--- src/include/icache_defs.svh ---
`ifndef ICACHE_DEFS_SVH
`define ICACHE_DEFS_SVH

////////////////////
// Datapath widths
////////////////////
`define ADDR_W      32
`define WORD_W      32

////////////////////
// Cache geometry
////////////////////
`define LINES       16
`define INDEX_LSB   2       // Word offset sits below the index
`define INDEX_MSB   5
`define TAG_LSB     6       // Tag is everything above the index

////////////////////
// Opcodes
////////////////////
`define OP_JAL      7'b1101111

`endif
--- src/hdl/icache_pkg.sv ---
`include "icache_defs.svh"

package icache_pkg;

    typedef logic [`ADDR_W-1:0]              addr_t;
    typedef logic [`WORD_W-1:0]              word_t;
    typedef logic [`INDEX_MSB:`INDEX_LSB]    index_t;
    typedef logic [`ADDR_W-1:`TAG_LSB]       tag_t;

    // Cache controller
    typedef enum logic [1:0] {
        IDLE,
        COMPARE,
        ALLOCATE,
        RESPOND
    } cache_state_t;

    // Fetch sequencer
    typedef enum logic [1:0] {
        STOPPED,
        ISSUE,
        WAIT
    } fetch_state_t;

endpackage

--- src/hdl/fetch_top.sv ---
`timescale 1ns/1ps

module fetch_top (
    input  logic              clk,
    input  logic              rst,
    input  logic              start,
    input  icache_pkg::addr_t start_pc,
    input  logic              stop,
    input  logic              flush,
    output logic              instr_valid,
    output icache_pkg::word_t instr,
    output icache_pkg::addr_t instr_pc,
    output logic              mem_req_valid,
    output icache_pkg::addr_t mem_req_addr,
    input  logic              mem_resp_valid,
    input  icache_pkg::word_t mem_resp_data
);

    // Fetch to cache
    logic              req_valid;
    icache_pkg::addr_t req_addr;

    // Cache to predecoder and fetch
    logic              resp_valid;
    icache_pkg::word_t resp_data;
    icache_pkg::addr_t resp_addr;

    // Jump redirect back to fetch
    logic              redirect;
    icache_pkg::addr_t redirect_pc;

    fetch_unit i_fetch_unit (
        .clk         (clk),
        .rst         (rst),
        .start       (start),
        .start_pc    (start_pc),
        .stop        (stop),
        .redirect    (redirect),
        .redirect_pc (redirect_pc),
        .resp_valid  (resp_valid),
        .req_valid   (req_valid),
        .req_addr    (req_addr)
    );

    icache i_icache (
        .clk            (clk),
        .rst            (rst),
        .flush          (flush),
        .req_valid      (req_valid),
        .req_addr       (req_addr),
        .resp_valid     (resp_valid),
        .resp_data      (resp_data),
        .resp_addr      (resp_addr),
        .mem_req_valid  (mem_req_valid),
        .mem_req_addr   (mem_req_addr),
        .mem_resp_valid (mem_resp_valid),
        .mem_resp_data  (mem_resp_data)
    );

    predecode i_predecode (
        .clk         (clk),
        .rst         (rst),
        .resp_valid  (resp_valid),
        .resp_data   (resp_data),
        .resp_addr   (resp_addr),
        .redirect    (redirect),
        .redirect_pc (redirect_pc),
        .instr_valid (instr_valid),
        .instr       (instr),
        .instr_pc    (instr_pc)
    );

endmodule

--- src/hdl/predecode.sv ---
`timescale 1ns/1ps
`include "icache_defs.svh"

module predecode (
    input  logic              clk,
    input  logic              rst,
    input  logic              resp_valid,
    input  icache_pkg::word_t resp_data,
    input  icache_pkg::addr_t resp_addr,
    output logic              redirect,
    output icache_pkg::addr_t redirect_pc,
    output logic              instr_valid,
    output icache_pkg::word_t instr,
    output icache_pkg::addr_t instr_pc
);

    localparam int OFF_W = 21;    // JAL immediate including the implied zero

    logic             is_jal;
    logic [OFF_W-1:0] jal_offset;

    ////////////////////
    // JAL decode
    ////////////////////
    assign is_jal = (resp_data[6:0] == `OP_JAL);

    // imm[20|10:1|11|19:12] reordered into a byte offset
    assign jal_offset = {resp_data[31],
                         resp_data[19:12],
                         resp_data[20],
                         resp_data[30:21],
                         1'b0};

    assign redirect    = resp_valid && is_jal;
    assign redirect_pc = resp_addr + {{(`ADDR_W-OFF_W){jal_offset[OFF_W-1]}}, jal_offset};

    ////////////////////
    // Output stage
    ////////////////////
    always_ff @(posedge clk)
    begin
        if (rst)
            instr_valid <= 1'b0;
        else
            instr_valid <= resp_valid;
    end

    always_ff @(posedge clk)
    begin
        if (resp_valid)
        begin
            instr    <= resp_data;
            instr_pc <= resp_addr;
        end
    end

endmodule

--- src/hdl/icache.sv ---
`timescale 1ns/1ps
`include "icache_defs.svh"

module icache (
    input  logic              clk,
    input  logic              rst,
    input  logic              flush,
    input  logic              req_valid,
    input  icache_pkg::addr_t req_addr,
    output logic              resp_valid,
    output icache_pkg::word_t resp_data,
    output icache_pkg::addr_t resp_addr,
    output logic              mem_req_valid,
    output icache_pkg::addr_t mem_req_addr,
    input  logic              mem_resp_valid,
    input  icache_pkg::word_t mem_resp_data
);

    icache_pkg::cache_state_t state;
    icache_pkg::cache_state_t state_next;

    // Valid bit, tag and data for every line
    logic [`LINES-1:0]  valid;
    icache_pkg::tag_t   tag_mem  [`LINES];
    icache_pkg::word_t  data_mem [`LINES];

    icache_pkg::addr_t  addr_q;
    icache_pkg::index_t index;
    icache_pkg::tag_t   tag;
    logic               hit;

    logic               fill_valid;
    icache_pkg::word_t  fill_data;

    assign index = addr_q[`INDEX_MSB:`INDEX_LSB];
    assign tag   = addr_q[`ADDR_W-1:`TAG_LSB];
    assign hit   = valid[index] && (tag_mem[index] == tag);

    ////////////////////
    // Controller
    ////////////////////
    always_comb
    begin
        state_next = state;
        case (state)
            icache_pkg::IDLE:
            begin
                if (req_valid)
                    state_next = icache_pkg::COMPARE;
            end
            icache_pkg::COMPARE:
                state_next = hit ? icache_pkg::RESPOND : icache_pkg::ALLOCATE;
            icache_pkg::ALLOCATE:
            begin
                if (fill_valid)
                    state_next = icache_pkg::RESPOND;
            end
            icache_pkg::RESPOND:
                state_next = icache_pkg::IDLE;
            default:
                state_next = icache_pkg::IDLE;
        endcase
    end

    always_ff @(posedge clk)
    begin
        if (rst)
            state <= icache_pkg::IDLE;
        else
            state <= state_next;
    end

    always_ff @(posedge clk)
    begin
        if (state == icache_pkg::IDLE && req_valid)
            addr_q <= req_addr;
    end

    ////////////////////
    // Miss handling
    ////////////////////
    always_ff @(posedge clk)
    begin
        if (rst)
            mem_req_valid <= 1'b0;
        else
            mem_req_valid <= (state == icache_pkg::COMPARE) && !hit;
    end

    assign mem_req_addr = {addr_q[`ADDR_W-1:`INDEX_LSB], {`INDEX_LSB{1'b0}}};

    // Fill word is staged one cycle before ALLOCATE writes it
    always_ff @(posedge clk)
    begin
        if (rst)
            fill_valid <= 1'b0;
        else
            fill_valid <= mem_resp_valid;
    end

    always_ff @(posedge clk)
    begin
        if (mem_resp_valid)
            fill_data <= mem_resp_data;
    end

    ////////////////////
    // Arrays
    ////////////////////
    always_ff @(posedge clk)
    begin
        if (rst)
            valid <= '0;
        else if (state == icache_pkg::IDLE && flush)
            valid <= '0;                          // Flush drops every line at once
        else if (state == icache_pkg::ALLOCATE && fill_valid)
            valid[index] <= 1'b1;
    end

    always_ff @(posedge clk)
    begin
        if (state == icache_pkg::ALLOCATE && fill_valid)
        begin
            tag_mem[index]  <= tag;
            data_mem[index] <= fill_data;
        end
    end

    // Hits and fills both answer from the array
    assign resp_valid = (state == icache_pkg::RESPOND);
    assign resp_data  = data_mem[index];
    assign resp_addr  = addr_q;

endmodule

--- src/hdl/fetch_unit.sv ---
`timescale 1ns/1ps

module fetch_unit (
    input  logic              clk,
    input  logic              rst,
    input  logic              start,
    input  icache_pkg::addr_t start_pc,
    input  logic              stop,
    input  logic              redirect,
    input  icache_pkg::addr_t redirect_pc,
    input  logic              resp_valid,
    output logic              req_valid,
    output icache_pkg::addr_t req_addr
);

    icache_pkg::fetch_state_t state;
    icache_pkg::fetch_state_t state_next;
    icache_pkg::addr_t        pc;
    logic                     stop_pending;
    logic                     stop_seen;

    assign stop_seen = stop_pending | stop;   // Stop in the response cycle counts too

    ////////////////////
    // Sequencer
    ////////////////////
    always_comb
    begin
        state_next = state;
        case (state)
            icache_pkg::STOPPED:
            begin
                if (start)
                    state_next = icache_pkg::ISSUE;
            end
            icache_pkg::ISSUE:
                state_next = icache_pkg::WAIT;
            icache_pkg::WAIT:
            begin
                if (resp_valid)
                    state_next = stop_seen ? icache_pkg::STOPPED : icache_pkg::ISSUE;
            end
            default:
                state_next = icache_pkg::STOPPED;
        endcase
    end

    always_ff @(posedge clk)
    begin
        if (rst)
            state <= icache_pkg::STOPPED;
        else
            state <= state_next;
    end

    // Remember a stop until the outstanding response is back
    always_ff @(posedge clk)
    begin
        if (rst)
            stop_pending <= 1'b0;
        else if (state_next == icache_pkg::STOPPED)
            stop_pending <= 1'b0;
        else if (stop && state != icache_pkg::STOPPED)
            stop_pending <= 1'b1;
    end

    ////////////////////
    // Program counter
    ////////////////////
    always_ff @(posedge clk)
    begin
        if (state == icache_pkg::STOPPED && start)
            pc <= start_pc;
        else if (state == icache_pkg::WAIT && resp_valid)
            pc <= redirect ? redirect_pc : pc + icache_pkg::addr_t'(4);
    end

    assign req_valid = (state == icache_pkg::ISSUE);   // One cycle per request
    assign req_addr  = pc;

endmodule

--- config.mk ---
export PLATFORM = sky130hd
export DESIGN_NAME = fetch_top
export DESIGN_NICKNAME = d
export VERILOG_FILES = /design/src/hdl/icache_pkg.sv /design/src/hdl/fetch_top.sv /design/src/hdl/predecode.sv /design/src/hdl/icache.sv /design/src/hdl/fetch_unit.sv
export VERILOG_INCLUDE_DIRS = /design/src /design/src/include
export SDC_FILE = /design/constraint.sdc
export NUM_CORES = 1
export LEC_CHECK = 0
export BUFFER_PORTS_ARGS = -buffer_cell sky130_fd_sc_hd__buf_4
export CAP_MARGIN = 25
export CELL_PAD_IN_SITES_DETAIL_PLACEMENT = 2
export CELL_PAD_IN_SITES_GLOBAL_PLACEMENT = 2
export CORE_ASPECT_RATIO = 2
export CORE_MARGIN = 1
export CORE_UTILIZATION = 50
export DETAILED_ROUTE_END_ITERATION = 8
export PLACE_DENSITY_LB_ADDON = 0.1
export SKIP_CTS_REPAIR_TIMING = 1
export SLEW_MARGIN = 20
export SYNTH_ARGS = -nofsm -noshare
export SYNTH_HDL_FRONTEND = slang
export SYNTH_SLANG_ARGS = --single-unit
--- constraint.sdc ---
create_clock -name clk -period 16.45 [get_ports clk]
set_input_delay 3.29 -clock clk [delete_from_list [all_inputs] [get_ports clk]]
set_output_delay 3.29 -clock clk [all_outputs]
set_load 0.05 [all_outputs]
==> results_dict.tcl, run 1 <==
set metrics [dict create \
    outcome "finished, final reports clean" \
    ir_worst_vdd_mv 0.0997 \
    core_area_um2 88100 \
    ys_seq_elements 1116 \
    r2r_cells 14 \
    cellPowerDensity_nw_per_um2 133 \
    cts_tree "done" \
    async_flop_share_pct 0 \
    dp_hpwl_um 85700 \
    cts_buffer_depth 3 \
    cts.sink_count 1116 \
    floorplan.rows 154 \
    r2r_end "i_fetch_unit.req_addr[30]" \
    cp-endpoint "i_fetch_unit.req_addr[30]" \
    worstPathCellList "buf_4, buf_4, mux4_2, mux4_2, ha_1, a21oi_1, nand2_1, a21o_1, a21o_1, a211oi_1, o31ai_1, and2_1, or4_1, a31o_2" \
    chipHeight_um 424 \
    endpoint_kind "flip-flop" \
    ys_seq_area_share_pct 74.8 \
    cp.required_ns 16.92 \
    dieArea_um2 90100 \
    clk_latency_ns 0.73 \
    gr-usage-all-layers_pct 32.0 \
    grt_pass1_wl_um 196000 \
    synth_cells 2153 \
    synth_area_um2 44400 \
    setup_tns_ns 0 \
    io_pins 168 \
    vias_per_cell 6.43 \
    stdcell_area_um2 50400 \
    yosysUniqueCellTypes 71 \
    cp.depth 14 \
    clock_skew_ns 0.0244 \
    path_buf_inv 2 \
    io_buffers 165 \
    drive_gt1_share_pct 27.6 \
    ys.flop_type "edfxtp_1" \
    drc 0 \
    yosysWarnings 0 \
    grt_pass1_vias 25600 \
    cts.clk_slew.worst_paths_ns 0.07 \
    critical_path_class "reg2reg" \
    syn_to_final_growth_pct 13.4 \
    drt_iter0_drc 1840 \
    maxSlewViolCount 0 \
    hold_viol 0 \
    antenna_found_initial 2 \
    cp_max_fo 66 \
    grt_max_degree 100 \
    r2r_setup_slack_ns 9.52 \
    final_cell_mix "edfxtp_1 (1088), mux4_2 (241), buf_4 (232)" \
    place_area_um2 47100 \
    slew_headroom_pct 30.0 \
    vias 23300 \
    ant_nets 0 \
    cts_buffers 97 \
    slowest_delay_ns 1.00 \
    synth_edf_count 1088 \
    routed_wl_um 140000 \
    cts-root-buf "clkbuf_16" \
    worst-endpoint-arrival_ns 7.40 \
    p_leak_nw 16.4 \
    wl_per_cell_um 38.5 \
    nets 2479 \
    setup_viol 0 \
    maxCapViolations 0 \
    fin_crit_ns 6.93 \
    final_common_cell "edfxtp_1" \
    final.period_utilization_pct 42.1 \
    fmax_mhz 144 \
    critical_path.top_delay_family "buffers and inverters" \
    holdCritPathClass "reg2reg" \
    cts.htree.levels 3 \
    gp_congestion 0.839 \
    syn_avg_cell_area_um2 20.6 \
    initial_core_util_pct 50.5 \
    rsz0062_at_grt "no" \
    first_pass_iters 5 \
    gr-total-overflow 0 \
    final.fill_count 7310 \
    die_width_um 213 \
    startpoint_type "flip-flop" \
    max_slew.worst_pin.slew_ns 1.05 \
    slowest_stage "dfxtp_4" \
]
[report_power, final]
group | total (W) | internal [W] | switching (W) | leakage [nW]
combinational | 0.00103 | 0.000405 | 0.000629 | 4.79
sequential | 0.00331 | 0.00321 | 0.0000999 | 10.1
clock | 0.00236 | 0.00127 | 0.00109 | 1.55
[metal layers]
| layer | global-route usage, % | vias to the layer above | wire [um] |
|---|---|---|---|
| li1 | - | 9314 | - |
| met1 | 37.5 | 12700 | 50100 |
| met2 | 57.2 | 972 | 75500 |
| met4 | 16.4 | 2 | 7310 |
| met3 | 3.66 | 289 | 6880 |
| met5 | 0 | - | 13 |
[worst min-delay path by stage]
| stage | from | endpoint | slack [ns] | cells after the start |
|---|---|---|---|---|
| 3_3_place_gp | i_fetch_unit.req_addr[0] | i_icache.resp_addr[0] | 0.41 | 0 |
| 2_1_floorplan | i_fetch_unit.req_addr[0] | i_icache.resp_addr[0] | 0.40 | 0 |
| 3_5_place_dp | i_fetch_unit.req_addr[0] | i_icache.resp_addr[0] | 0.41 | 0 |
| 6_report | i_fetch_unit.req_addr[0] | i_icache.resp_addr[0] | 0.43 | 0 |
| 4_1_cts | i_fetch_unit.req_addr[0] | i_icache.resp_addr[0] | 0.43 | 0 |
| 5_1_grt | i_fetch_unit.req_addr[0] | i_icache.resp_addr[0] | 0.44 | 0 |
[layout make-up]
type	count	area (um^2)	area share, %
Antenna cell	1	2.50	0.00497
Clock buffer	119	2570	5.10
Clock inverter	63	621	1.23
Inverter	24	92.6	0.184
Multi-Input combinational cell	895	10500	20.9
Sequential cell	1116	33200	66.0
Tap cell	1170	1460	2.91
Timing Repair Buffer	238	1870	3.71
[registers in the layout, summed over array words and instances (netlist names), 16 cells and up, named ones only]
register	flops
i_icache.fill_data	32
i_icache.valid	16
i_icache.tag_mem	416
i_predecode.instr_pc	32
i_icache.resp_addr	32
i_icache.data_mem	512
i_fetch_unit.req_addr	32
i_predecode.instr	32
[metrics by stage]
step           utilization, %  std cells  hold slack [ns]  setup slack [ns]  total power, W
3_3_place_gp             53.5       3438            0.412              9.69         0.00432
3_5_place_dp             53.5       3440            0.410              9.39         0.00439
6_report                 57.2       3626            0.426              9.52         0.00670
2_1_floorplan               -       2154            0.400             10.93         0.00402
5_1_grt                  57.2       3626            0.440              9.24         0.00686
4_1_cts                  57.1       3622            0.426              9.35         0.00673
[cell usage after synthesis, drive strengths merged, types with 6 or more instances]
master,n,area [um^2]
and3,7,43.8
dfxtp,28,561
a21oi,62,310
buf,83,606
o21a,20,150
inv,24,90.1
mux2i,48,480
edfxtp,1088,32700
a221o,10,100
nand4,14,87.6
mux2,8,90.1
nand2,57,214
a21o,13,97.6
nor2b,13,81.3
nor3,18,90.1
a211oi,6,45.0
nand3,32,165
o21ai,40,200
mux4,267,6110
nor2,82,308
ha,36,450
clkbuf,36,143
xor2,32,280
xnor2,38,333
[logic make-up after synthesis]
group | count (synthesis) | share of synthesized area, %
AND/OR/NAND/NOR | 258 | 2.78
adder cells (fa/ha/maj) | 37 | 1.06
AO/OA/AOI/OAI | 205 | 3.07
other | 1 | 0.00844
flip-flops | 1116 | 74.8
multiplexers | 323 | 15.0
buffers and inverters | 143 | 1.89
XOR/XNOR | 70 | 1.38
No activity file was read; power rests on OpenSTA's default activity.
==> inputs of run 2 (changes only) <==
--- a/config.mk
+++ b/config.mk
@@ -6,13 +6,14 @@
 export SDC_FILE = /design/constraint.sdc
 export NUM_CORES = 1
 export LEC_CHECK = 0
+export ABC_AREA = 1
 export BUFFER_PORTS_ARGS = -buffer_cell sky130_fd_sc_hd__buf_4
 export CAP_MARGIN = 25
 export CELL_PAD_IN_SITES_DETAIL_PLACEMENT = 2
 export CELL_PAD_IN_SITES_GLOBAL_PLACEMENT = 2
 export CORE_ASPECT_RATIO = 2
 export CORE_MARGIN = 1
-export CORE_UTILIZATION = 50
+export CORE_UTILIZATION = 38
 export DETAILED_ROUTE_END_ITERATION = 8
 export PLACE_DENSITY_LB_ADDON = 0.1
 export SKIP_CTS_REPAIR_TIMING = 1
==> constraint.sdc (replaced) <==
create_clock -name clk -period 6 [get_ports clk]
set_input_delay 1.2 -clock clk [delete_from_list [all_inputs] [get_ports clk]]
set_output_delay 1.2 -clock clk [all_outputs]
set_load 0.05 [all_outputs]
==> run 2 against run 1 <==
Compared with the run above:
- clock power rose to 3.0 times the previous value
- core utilization fell by 13 points
- synthesized cell count rose by 86%
- combinational power grew to 3.7 times the previous value
- flip-flop and latch count did not move
- first-iteration DRC count grew 3.4%
- synthesized area grew 5.4%
- worst hold slack gained 0.0049 ns
- largest cell class unchanged
==> results_dict.tcl, run 2 <==
set metrics [dict create \
    outcome "finished, final reports clean" \
    vias_per_cell 5.58 \
    multi_input_area_um2 11500 \
    synth_top_area_cell "edfxtp_1" \
    yosysMostFrequentCell "edfxtp_1" \
    cts_tree "done" \
    fmax_mhz 212 \
    yosysUniqueCellTypes 46 \
    ys_seq_elements 1116 \
    place_area_um2 49900 \
    startpoint_type "flip-flop" \
    holdCritPathClass "reg2reg" \
    maxSlewViolCount 0 \
    clockPowerShare_pct 35.5 \
    grt_pass1_vias 36200 \
    p_sw_share_pct 30.9 \
    first_pass_iters 5 \
    use_met2_pct 50.4 \
    gr-total-overflow 0 \
    power_w 0.0199 \
    cts.htree.levels 3 \
    critical_path_class "reg2reg" \
    path_buf_inv 2 \
    synth_cells 4006 \
    slowest_delay_ns 0.59 \
    switchingPower_w 0.00617 \
    stdcell_area_um2 53500 \
    regMostFlops "i_icache.data_mem" \
    final_common_cell "edfxtp_1" \
    worst-endpoint-arrival_ns 5.29 \
    synth_edf_count 1088 \
    syn_avg_cell_area_um2 11.7 \
    cts_buffers 104 \
    final_cell_mix "edfxtp_1 (1088), nand2_1 (787), nor2_1 (474)" \
    gr-usage-all-layers_pct 26.7 \
    whs_ns 0.431 \
    gp_congestion 0.827 \
    core_area_um2 122000 \
    max_slew.worst_pin.slew_ns 1.03 \
    rsz0062_at_grt "no" \
    cts.clk_slew.worst_paths_ns 0.07 \
    clock_skew_ns 0.0502 \
    p_leak_nw 19.3 \
    setup_viol 0 \
    nets 4228 \
    final.fill_count 12400 \
    final.period_utilization_pct 78.5 \
    ys.flop_type "edfxtp_1" \
    ys_seq_area_share_pct 71.0 \
    worstPathCellList "inv_8, buf_12, o21ai_0, o221ai_1, nand3_1, nand2_1, ha_1, nand2_1, nor4_1, nand2_1, nand2_1, a21oi_1, xnor2_1, nand2_1, a21oi_1" \
    top_regs "i_icache.data_mem x512, i_icache.tag_mem x416" \
    cts-root-buf "clkbuf_16" \
    io_pins 168 \
    dieArea_um2 125000 \
    die_width_um 250 \
    critical_path.top_delay_family "simple AND/OR/NAND/NOR gates" \
    drt_iter0_drc 1902 \
    chipHeight_um 498 \
    p_int_w 0.0138 \
    floorplan.rows 181 \
    ir_worst_vdd_mv 0.283 \
    cts_buffer_depth 3 \
    use_met3_pct 2.71 \
    syn_to_final_growth_pct 14.2 \
    grt_use_met1_pct 30.7 \
    regArea_um2 33200 \
    wl_per_cell_um 28.7 \
    crit_top_cell "nand2_1" \
    routed_wl_um 166000 \
    drc 0 \
    ant_nets 0 \
    yosysTopAreaCellShare_pct 69.8 \
    grt_pass1_wl_um 243000 \
    cellPowerDensity_nw_per_um2 373 \
    yosysWarnings 0 \
    maxCapViolations 0 \
    p_seq_share_pct 45.5 \
    initial_core_util_pct 38.4 \
    cts.sink_count 1116 \
    hold_viol 0 \
    global_route.peak_usage_layer "met2" \
    dp_hpwl_um 96300 \
    largest_register_ffs 512 \
    slew_headroom_pct 31.6 \
    synth_area_um2 46800 \
    pwr-share-comb_pct 19.0 \
    synth_common_cells "edfxtp_1 (1088), nand2_1 (787), nor2_1 (491)" \
    place_ws_ns 1.42 \
    antenna_found_initial 3 \
    grt_max_degree 137 \
    io_buffers 165 \
    ys_top_cells_by_area "edfxtp_1 (70%), nand2_1 (6.3%), nor2_1 (3.9%), o21ai_0 (3.5%), nand3_1 (3.5%)" \
    setup_tns_ns 0 \
    slowest_stage "dfxtp_4" \
    cp_max_fo 135 \
    worstHoldStart "i_fetch_unit.req_addr[1]" \
    drive_gt1_share_pct 10.4 \
    cp.required_ns 6.58 \
    endpoint_kind "flip-flop" \
    fin_ws_ns 1.29 \
    clk_latency_ns 0.77 \
    vias 32100 \
    fin_crit_ns 4.71 \
    async_flop_share_pct 0 \
]
run 2: layer usage:
metal / vias to the layer above / wire length (um)
li1: 14300 / -
met1: 17000 / 64700
met2: 603 / 89700
met3: 229 / 5050
met4: 0 / 6150
met5: - / 0
run 2: through the flow:
| step | std cells | util [%] |
|---|---|---|
| finish | 5761 | 43.9 |
| global route | 5760 | 43.9 |
| CTS | 5759 | 43.9 |
| detailed placement | 5570 | 40.9 |
| global placement | 5568 | 40.9 |
| floorplan | 4007 | - |
run 2: power by group through the flow:
stage	Clock (W)	Combinational, W	Sequential [W]
after detailed placement	0	0.00380	0.00924
after global placement	0	0.00373	0.00923
after floorplan	0	0.00218	0.00931
after CTS	0.00724	0.00385	0.00908
final	0.00709	0.00379	0.00908
after global routing	0.00747	0.00410	0.00910
run 2: logic make-up after synthesis:
logic type	after synthesis	synth area share, %
AND/OR/NAND/NOR	1647	14.3
flip-flops	1116	71.0
AO/OA/AOI/OAI	632	7.99
buffers and inverters	529	4.92
XOR/XNOR	44	0.823
adder cells (fa/ha/maj)	37	1.00
other	1	0.00801
run 2: cell type report:
type | count | area share (%)
flip-flops and latches | 1116 | 62.2
multi-input cells | 2362 | 21.4
clock buffers | 124 | 5.06
repair buffers | 245 | 3.98
well taps | 1555 | 3.64
inverters | 292 | 2.09
clock inverters | 65 | 1.62
diodes | 2 | 0.00936
run 2: worst paths after layout:
kind	to	slack [ns]	depth (start not counted)
worst min-delay path	i_icache.resp_addr[1]	0.43	0
worst max register to register	i_fetch_unit.req_addr[18]	1.29	15
worst max-delay path	i_fetch_unit.req_addr[18]	1.29	15
worst min register to register	i_icache.resp_addr[1]	0.43	0
run 2: worst register-to-register path: cells and delay by family, from the launching register on:
kind                       cells  cell delay (ns)
AOI/OAI and AO/OA              4             0.73
xor gates and xnor gates       1             0.42
adders and majority gates      1             0.58
buffers and inverters          2             0.79
DFF                            1             0.59
and+or+nand+nor                7             1.46
